`src/verilog/mips_lsu_settings.svh`:
```
`default_nettype none

`ifndef MIPS_LSU_SETTINGS_SVH
`define MIPS_LSU_SETTINGS_SVH

// First fetch address after reset
`define MIPS_LSU_RESET_PC 32'h0000_0000

`define MIPS_LSU_NUM_REGS 32    // Architectural registers r0..r31
`define MIPS_LSU_DATA_W   32    // Register and bus word width

`endif

`default_nettype wire

```
`src/verilog/mips_lsu_pkg.sv`:
```
`default_nettype none

package mips_lsu_pkg;

    // Phases of one instruction, no overlap between instructions
    typedef enum logic [1:0] {
        ST_FETCH  = 2'b00,
        ST_DECODE = 2'b01,
        ST_EXEC1  = 2'b10,
        ST_EXEC2  = 2'b11
    } cpu_state_e;

    // Values match the MIPS primary opcode field
    typedef enum logic [5:0] {
        OP_LUI   = 6'h0f,
        OP_LB    = 6'h20,
        OP_LH    = 6'h21,
        OP_LWL   = 6'h22,
        OP_LW    = 6'h23,
        OP_LBU   = 6'h24,
        OP_LHU   = 6'h25,
        OP_LWR   = 6'h26,
        OP_SB    = 6'h28,
        OP_SH    = 6'h29,
        OP_SW    = 6'h2b,
        OP_OTHER = 6'h3f    // Retires with no effect
    } mem_op_e;

endpackage

`default_nettype wire

```
`src/verilog/cycle_sequencer.sv`:
```
`timescale 1ns/1ps
`include "mips_lsu_settings.svh"
`default_nettype none

module cycle_sequencer (
    input  logic                     clk,
    input  logic                     rst_n,
    input  logic                     waitrequest,
    input  logic                     mem_access,
    output mips_lsu_pkg::cpu_state_e state,
    output logic [31:0]              pc
);
    import mips_lsu_pkg::*;

    cpu_state_e state_next;

    always_comb begin
        state_next = state;
        case (state)
            ST_FETCH: begin
                if (!waitrequest) begin
                    state_next = ST_DECODE;    // Fetch accepted
                end
            end
            ST_DECODE: begin
                state_next = ST_EXEC1;
            end
            ST_EXEC1: begin
                // Only a pending data request can be stalled
                if (!(mem_access && waitrequest)) begin
                    state_next = ST_EXEC2;
                end
            end
            default: begin
                state_next = ST_FETCH;    // ST_EXEC2 retires
            end
        endcase
    end

    always_ff @(posedge clk or negedge rst_n) begin
        if (!rst_n) begin
            state <= ST_FETCH;
            pc    <= `MIPS_LSU_RESET_PC;
        end else begin
            state <= state_next;
            if (state == ST_EXEC2) begin
                pc <= pc + 32'd4;    // Next sequential word
            end
        end
    end

endmodule

`default_nettype wire

```
`src/verilog/instr_decoder.sv`:
```
`timescale 1ns/1ps
`default_nettype none

module instr_decoder (
    input  logic                     clk,
    input  logic                     rst_n,
    input  mips_lsu_pkg::cpu_state_e state,
    input  logic [31:0]              mem_readdata,
    output mips_lsu_pkg::mem_op_e    op,
    output logic [4:0]               rs,
    output logic [4:0]               rt,
    output logic [15:0]              offset
);
    import mips_lsu_pkg::*;

    logic [31:0] ir;    // Instruction register

    // Fetch data returns one cycle after acceptance, i.e. during ST_DECODE
    always_ff @(posedge clk or negedge rst_n) begin
        if (!rst_n) begin
            ir <= '0;
        end else if (state == ST_DECODE) begin
            ir <= mem_readdata;
        end
    end

    always_comb begin
        case (ir[31:26])
            OP_LB,
            OP_LH,
            OP_LWL,
            OP_LW,
            OP_LBU,
            OP_LHU,
            OP_LWR,
            OP_SB,
            OP_SH,
            OP_SW,
            OP_LUI: begin
                op = mem_op_e'(ir[31:26]);
            end
            default: begin
                op = OP_OTHER;    // Anything not handled here
            end
        endcase
    end

    assign rs     = ir[25:21];    // Base register
    assign rt     = ir[20:16];    // Load target or store source
    assign offset = ir[15:0];

endmodule

`default_nettype wire

```
`src/verilog/load_store.sv`:
```
`timescale 1ns/1ps
`default_nettype none

module load_store (
    input  mips_lsu_pkg::cpu_state_e state,
    input  logic [31:0]              pc,
    input  mips_lsu_pkg::mem_op_e    op,
    input  logic [4:0]               rt,
    input  logic [15:0]              offset,
    input  logic [31:0]              rs_data,
    input  logic [31:0]              rt_data,
    input  logic [31:0]              mem_readdata,
    output logic [31:0]              mem_address,
    output logic [3:0]               mem_byteenable,
    output logic [31:0]              mem_writedata,
    output logic                     mem_read,
    output logic                     mem_write,
    output logic                     mem_access,
    output logic                     reg_we,
    output logic [4:0]               reg_waddr,
    output logic [31:0]              reg_wdata
);
    import mips_lsu_pkg::*;

    logic [31:0] eff_addr;
    logic [1:0]  lane;
    logic        is_load;
    logic        is_store;
    logic [3:0]  op_mask;    // Lanes touched by the current op
    logic [7:0]  rd_byte;
    logic [15:0] rd_half;

    assign eff_addr = rs_data + {{16{offset[15]}}, offset};
    assign lane     = eff_addr[1:0];

    assign mem_address = (state == ST_FETCH) ? pc : {eff_addr[31:2], 2'b00};

    assign is_load  = op inside {OP_LB, OP_LBU, OP_LH, OP_LHU, OP_LW, OP_LWL, OP_LWR};
    assign is_store = op inside {OP_SB, OP_SH, OP_SW};

    assign mem_access = (state == ST_EXEC1) && (is_load || is_store);
    assign mem_read   = (state == ST_FETCH) || ((state == ST_EXEC1) && is_load);
    assign mem_write  = (state == ST_EXEC1) && is_store;

    always_comb begin
        case (op)
            OP_LB, OP_LBU, OP_SB: begin
                op_mask = 4'b0001 << lane;
            end
            OP_LH, OP_LHU, OP_SH: begin
                op_mask = lane[1] ? 4'b1100 : 4'b0011;
            end
            OP_LWL: begin
                op_mask = 4'b1111 >> lane;    // 1111, 0111, 0011, 0001
            end
            OP_LWR: begin
                op_mask = 4'b1111 << (2'd3 - lane);    // 1000, 1100, 1110, 1111
            end
            default: begin
                op_mask = 4'b1111;
            end
        endcase
    end

    always_comb begin
        if (state == ST_FETCH) begin
            mem_byteenable = 4'b1111;    // Whole instruction word
        end else if (mem_access) begin
            mem_byteenable = op_mask;
        end else begin
            mem_byteenable = 4'b0000;
        end
    end

    // Narrow stores go out in the addressed lane only
    always_comb begin
        case (op)
            OP_SB:   mem_writedata = {24'h00_0000, rt_data[7:0]} << {lane, 3'b000};
            OP_SH:   mem_writedata = lane[1] ? {rt_data[15:0], 16'h0000}
                                             : {16'h0000, rt_data[15:0]};
            OP_SW:   mem_writedata = rt_data;
            default: mem_writedata = 32'h0000_0000;
        endcase
    end

    assign rd_byte = mem_readdata[{lane, 3'b000} +: 8];
    assign rd_half = mem_readdata[{lane[1], 4'b0000} +: 16];

    assign reg_we    = (state == ST_EXEC2) && (is_load || (op == OP_LUI));
    assign reg_waddr = rt;

    always_comb begin
        case (op)
            OP_LB:  reg_wdata = {{24{rd_byte[7]}}, rd_byte};
            OP_LBU: reg_wdata = {24'h00_0000, rd_byte};
            OP_LH:  reg_wdata = {{16{rd_half[15]}}, rd_half};
            OP_LHU: reg_wdata = {16'h0000, rd_half};
            OP_LW:  reg_wdata = mem_readdata;
            OP_LWL: begin
                // Low bytes of the word fill the top of rt
                case (lane)
                    2'd0:    reg_wdata = mem_readdata;
                    2'd1:    reg_wdata = {mem_readdata[23:0], rt_data[7:0]};
                    2'd2:    reg_wdata = {mem_readdata[15:0], rt_data[15:0]};
                    default: reg_wdata = {mem_readdata[7:0], rt_data[23:0]};
                endcase
            end
            OP_LWR: begin
                // High bytes of the word fill the bottom of rt
                case (lane)
                    2'd0:    reg_wdata = {rt_data[31:8], mem_readdata[31:24]};
                    2'd1:    reg_wdata = {rt_data[31:16], mem_readdata[31:16]};
                    2'd2:    reg_wdata = {rt_data[31:24], mem_readdata[31:8]};
                    default: reg_wdata = mem_readdata;
                endcase
            end
            OP_LUI:  reg_wdata = {offset, 16'h0000};
            default: reg_wdata = 32'h0000_0000;
        endcase
    end

endmodule

`default_nettype wire

```
`src/verilog/mips_lsu_top.sv`:
```
`timescale 1ns/1ps
`default_nettype none

module mips_lsu_top (
    input  logic        clk,
    input  logic        rst_n,
    input  logic [31:0] mem_readdata,
    input  logic        waitrequest,
    output logic [31:0] mem_address,
    output logic [3:0]  mem_byteenable,
    output logic [31:0] mem_writedata,
    output logic        mem_read,
    output logic        mem_write
);
    import mips_lsu_pkg::*;

    cpu_state_e  state;
    logic [31:0] pc;
    mem_op_e     op;
    logic [4:0]  rs;
    logic [4:0]  rt;
    logic [15:0] offset;
    logic [31:0] rs_data;
    logic [31:0] rt_data;
    logic        mem_access;    // Data request pending in ST_EXEC1
    logic        reg_we;
    logic [4:0]  reg_waddr;
    logic [31:0] reg_wdata;

    cycle_sequencer u_seq (
        .clk         (clk),
        .rst_n       (rst_n),
        .waitrequest (waitrequest),
        .mem_access  (mem_access),
        .state       (state),
        .pc          (pc)
    );

    instr_decoder u_dec (
        .clk          (clk),
        .rst_n        (rst_n),
        .state        (state),
        .mem_readdata (mem_readdata),
        .op           (op),
        .rs           (rs),
        .rt           (rt),
        .offset       (offset)
    );

    reg_file u_regs (
        .clk     (clk),
        .rst_n   (rst_n),
        .rs      (rs),
        .rt      (rt),
        .we      (reg_we),
        .waddr   (reg_waddr),
        .wdata   (reg_wdata),
        .rs_data (rs_data),
        .rt_data (rt_data)
    );

    // Drives the bus directly, fetch and data share one address port
    load_store u_lsu (
        .state          (state),
        .pc             (pc),
        .op             (op),
        .rt             (rt),
        .offset         (offset),
        .rs_data        (rs_data),
        .rt_data        (rt_data),
        .mem_readdata   (mem_readdata),
        .mem_address    (mem_address),
        .mem_byteenable (mem_byteenable),
        .mem_writedata  (mem_writedata),
        .mem_read       (mem_read),
        .mem_write      (mem_write),
        .mem_access     (mem_access),
        .reg_we         (reg_we),
        .reg_waddr      (reg_waddr),
        .reg_wdata      (reg_wdata)
    );

endmodule

`default_nettype wire

```
`src/verilog/reg_file.sv`:
```
`timescale 1ns/1ps
`include "mips_lsu_settings.svh"
`default_nettype none

module reg_file (
    input  logic                        clk,
    input  logic                        rst_n,
    input  logic [4:0]                  rs,
    input  logic [4:0]                  rt,
    input  logic                        we,
    input  logic [4:0]                  waddr,
    input  logic [`MIPS_LSU_DATA_W-1:0] wdata,
    output logic [`MIPS_LSU_DATA_W-1:0] rs_data,
    output logic [`MIPS_LSU_DATA_W-1:0] rt_data
);

    logic [`MIPS_LSU_DATA_W-1:0] regs [`MIPS_LSU_NUM_REGS];

    always_ff @(posedge clk or negedge rst_n) begin
        if (!rst_n) begin
            for (int i = 0; i < `MIPS_LSU_NUM_REGS; i++) begin
                regs[i] <= '0;
            end
        end else if (we && (waddr != 5'd0)) begin
            regs[waddr] <= wdata;    // r0 stays zero
        end
    end

    // Combinational read, so EXEC stages see operands at once
    assign rs_data = (rs == 5'd0) ? '0 : regs[rs];
    assign rt_data = (rt == 5'd0) ? '0 : regs[rt];

endmodule

`default_nettype wire
```
`config.mk`:
```
export PLATFORM = sky130hd
export DESIGN_NAME = mips_lsu_top
export DESIGN_NICKNAME = d
export VERILOG_FILES = /design/src/verilog/mips_lsu_pkg.sv /design/src/verilog/cycle_sequencer.sv /design/src/verilog/instr_decoder.sv /design/src/verilog/load_store.sv /design/src/verilog/mips_lsu_top.sv /design/src/verilog/reg_file.sv
export VERILOG_INCLUDE_DIRS = /design/src /design/src/verilog
export SDC_FILE = /design/constraint.sdc
export NUM_CORES = 2
export LEC_CHECK = 0
export BUFFER_PORTS_ARGS = -buffer_cell sky130_fd_sc_hd__clkbuf_2
export CORE_ASPECT_RATIO = 1.75
export CORE_MARGIN = 2
export CORE_UTILIZATION = 45
export DETAILED_ROUTE_END_ITERATION = 6
export PLACE_DENSITY = 0.6
export REMOVE_ABC_BUFFERS = 1
export SLEW_MARGIN = 30
export SYNTH_ARGS = -nofsm -noshare
export SYNTH_HDL_FRONTEND = slang
export SYNTH_SLANG_ARGS = --single-unit
```
`constraint.sdc`:
```
create_clock -name clk -period 15.2 [get_ports clk]
set_clock_uncertainty 0.2 [all_clocks]
set_input_delay 0.76 -clock clk [delete_from_list [all_inputs] [get_ports clk]]
set_output_delay 0.76 -clock clk [all_outputs]
set_load 0.02 [all_outputs]
```
==> impl_metrics.toml <==
[worst_setup_path]
crit_chain = "buf_12 -> buf_4 -> mux4_2 -> mux4_2 -> nand2b_1 -> a21o_1 -> fa_4 -> nor2_1 -> nand4_1 -> o221ai_1 -> clkbuf_2"
reg2reg_to = "u_regs.regs[525]"
crit_top_cell = "mux4_2"
critPathSlowestCell = "fa_4"
crit_arrival_ps = 7530
crit_family = "buffers and inverters"
reg2reg_slack_ps = 7360
cp.required_ps = 14240
critPathCaptureType = "output port"
cpPeakStageDelay_ps = 1040
critPathMaxFanout = 108
critPathCapture = "mem_writedata[28]"
crit_path_start_kind = "flip-flop"
crit_start = "u_dec.ir[22]"
worstSetupPathType = "flip-flop to output port"
worstReg2RegStart = "u_dec.ir[22]"
crit_cells = 11
crit_buf_inv = 3
reg2regPathDepth = 14

[finish]
multi_input_area_um2 = 29400
utilization_pct = 49.3
nets = 5106
final.fill_count = 11600
drive_above_1_share_pct = 21.5
areaGrowthSynthToFinish_pct = 9.14
register_area_um2 = 27200
fin_area_um2 = 63900

[place]
place_hpwl_mm = 124
port_buffers = 102
dpl-instance-area_um2 = 60200
gp_congestion = 0.966

[power_and_ir_drop]
powerDensity_nw_per_um2 = 238
p_total_mw = 15.2
peakVddDrop_uv = 249
p_leak_nw = 26.7

[logic_synthesis]
yosysWarnings = 0
synth-seq-area-share_pct = 46.5
synth_area_um2 = 58600
synthTopCellsByCount = "1,174 x nand2_1, 1,088 x dfrtp_1, 1,018 x o21ai_0"
ys_seq_elements = 1088
ys_types = 78
ys.flop_type = "dfrtp_1"
synthCells = 5255
synth_edf_count = 0
yosysMostFrequentCell = "nand2_1"
ys_async_sr_fraction_pct = 100
ys_top_cells_by_area = "dfrtp_1 46%, mux4_2 21%, o21ai_0 8.7%"
netlist.area_leader.share_pct = 46.5
yosysTopAreaCell = "dfrtp_1"
syn_avg_cell_area_um2 = 11.1

[clock_tree]
cts_setup_buffers = 0
worst_skew_pair.late_latency_ps = 740
cts_tree = "yes"
clkSinkCount = 1088
root_buffer = "clkbuf_16"
cts_resized = 0
clkTransAtPathRegs_ps = 80
cts_max_path_buffers = 3
cts_buffers = 102
htreeDepth = 3
cts_hold_repair.buffers = 1

[routing]
dr.pass1.iters = 7
drt-total-wl_mm = 204
vias = 44300
drc = 4
final_antenna_net_count = 0
avgRoutedWirePerCell_um = 30.0
drt_iter0_markers = 4786
via_per_inst = 6.51

[global_routing]
grt_max_degree = 161
first_global_vias = 43800
grt_pass1_wl_mm = 302
antenna_found_initial = 26
gr-total-overflow = 0
gr-usage-all-layers_pct = 31.0

[timing]
hold_violations = 0
max-slew-margin-rel_pct = 23.8
tightest_slew_ps = 1130
setup_viol = 0
rsz0062_at_grt = "false"
timing.hold.ws_ps = 146
finalMaxSlewViolations = 0
period_needed_ps = 8490
finalCritPeriodShare_pct = 55.8
max_freq_mhz = 118

[floorplan]
fp.dieH_um = 481
io_pins = 105
rows = 175
die_w_um = 277
dieArea_um2 = 133000
core_um2 = 130000
start_util_pct = 45.2

[job]
cap_violations = 0

[worst_hold_path]
min_path_type = "input pin to flip-flop"

[outcome]
outcome = "finished, violations left"
violations = "design-rule violations"
[state kept, by name (all words and copies together), names as in the netlist]
signal / cells
u_seq.pc: 30
u_seq.state: 2
u_regs.regs: 1024
u_dec.ir: 32
[kinds of logic (layout without fill, tap and decap cells)]
group           Yosys count  after routing  synth area share, %
compound gates         1427           1427                 14.0
simple gates           1415           1415                 9.78
flops                  1088           1088                 46.5
mux                     672            672                 24.1
buf+inv                 566            426                 4.18
xor+xnor                 49             49                0.733
fa+ha+maj                37             37                0.803
other cells               1             13              0.00640
[layout make-up]
cell class              instances  share of cell area, %
multi-input cells            3602                   45.9
well taps                    1681                   3.29
repair buffers                217                   2.48
inverters                      23                  0.135
flip-flops and latches       1088                   42.6
clock inverters                30                  0.628
diodes                         11                 0.0430
clock buffers                 156                   4.89
[stage by stage]
stage	setup WS, ps	setup TNS [ps]	std cells
floorplan	-4160	-3583920	4713
global placement	7330	0	6604
detailed placement	7160	0	6607
CTS	6710	0	6794
global route	6510	0	6798
finish	6710	0	6808
[report_power, final]
part           total, mW  leakage (nW)  internal [mW]  switching, mW
Combinational       7.59          14.9           3.05           4.54
Sequential          4.87          10.1           3.91          0.962
Clock               2.74          1.74           1.55           1.19
Total               15.2          26.7           8.52           6.69
[worst reg2reg max path, cell delays in order (launching register included)]
cell      delay (ps)
dfrtp_4          850
buf_12           630
buf_4            810
mux4_2           390
mux4_2           260
nand2b_1          60
a21o_1           270
fa_4            1440
clkinv_1         510
nand2_1          470
o21ai_0          520
a221oi_1         400
o311a_1          500
buf_6            260
o21ai_0          120
[worst min-delay path by stage]
stage,startpoint,endpoint,cells past startpoint
after global placement,u_regs.regs[1023],u_regs.regs[1023],0
after floorplan,u_regs.regs[1023],u_regs.regs[1023],0
after global routing,mem_readdata[4],u_dec.ir[4],2
final,mem_readdata[10],u_dec.ir[10],2
after CTS,mem_readdata[4],u_dec.ir[4],2
after detailed placement,u_regs.regs[1023],u_regs.regs[1023],0
[placed cells by master (no fill, tap or decap), types with 11 or more instances in the layout]
master / netlist / layout
a22o_1: 24 / 24
nand4_1: 39 / 39
buf_4: 11 / 95
a22oi_1: 107 / 107
o21ai_0: 1018 / 1018
a21o_1: 18 / 18
a21oi_1: 57 / 48
mux4_1: 14 / 14
ha_1: 36 / 33
clkbuf_1: 405 / 19
o21ai_2: 30 / 30
diode_2: 0 / 11
nand2_8: 0 / 11
a31oi_1: 17 / 15
nor2b_1: 14 / 14
a211oi_1: 18 / 11
nand3_1: 34 / 34
clkbuf_16: 0 / 104
nor3_1: 17 / 16
clkbuf_8: 0 / 33
inv_1: 21 / 21
clkbuf_2: 14 / 101
mux2_2: 33 / 33
and3_1: 13 / 12
nand2_1: 1174 / 1151
clkinv_2: 0 / 13
mux2i_1: 59 / 58
a221oi_1: 26 / 25
nand2_4: 0 / 12
xor2_1: 16 / 16
o22ai_1: 23 / 23
nor2_1: 79 / 79
dfrtp_1: 1088 / 1081
xnor2_1: 33 / 33
mux4_2: 558 / 558
[metal layers]
layer	vias up	wire length (µm)	GRT usage [%]
met2	2080	96100	49.5
met1	22700	77400	39.2
met3	614	17900	7.20
met4	28	12700	17.2
met5	-	180	0.0361
li1	18900	-	-
Power figures use the tool's default switching activity.
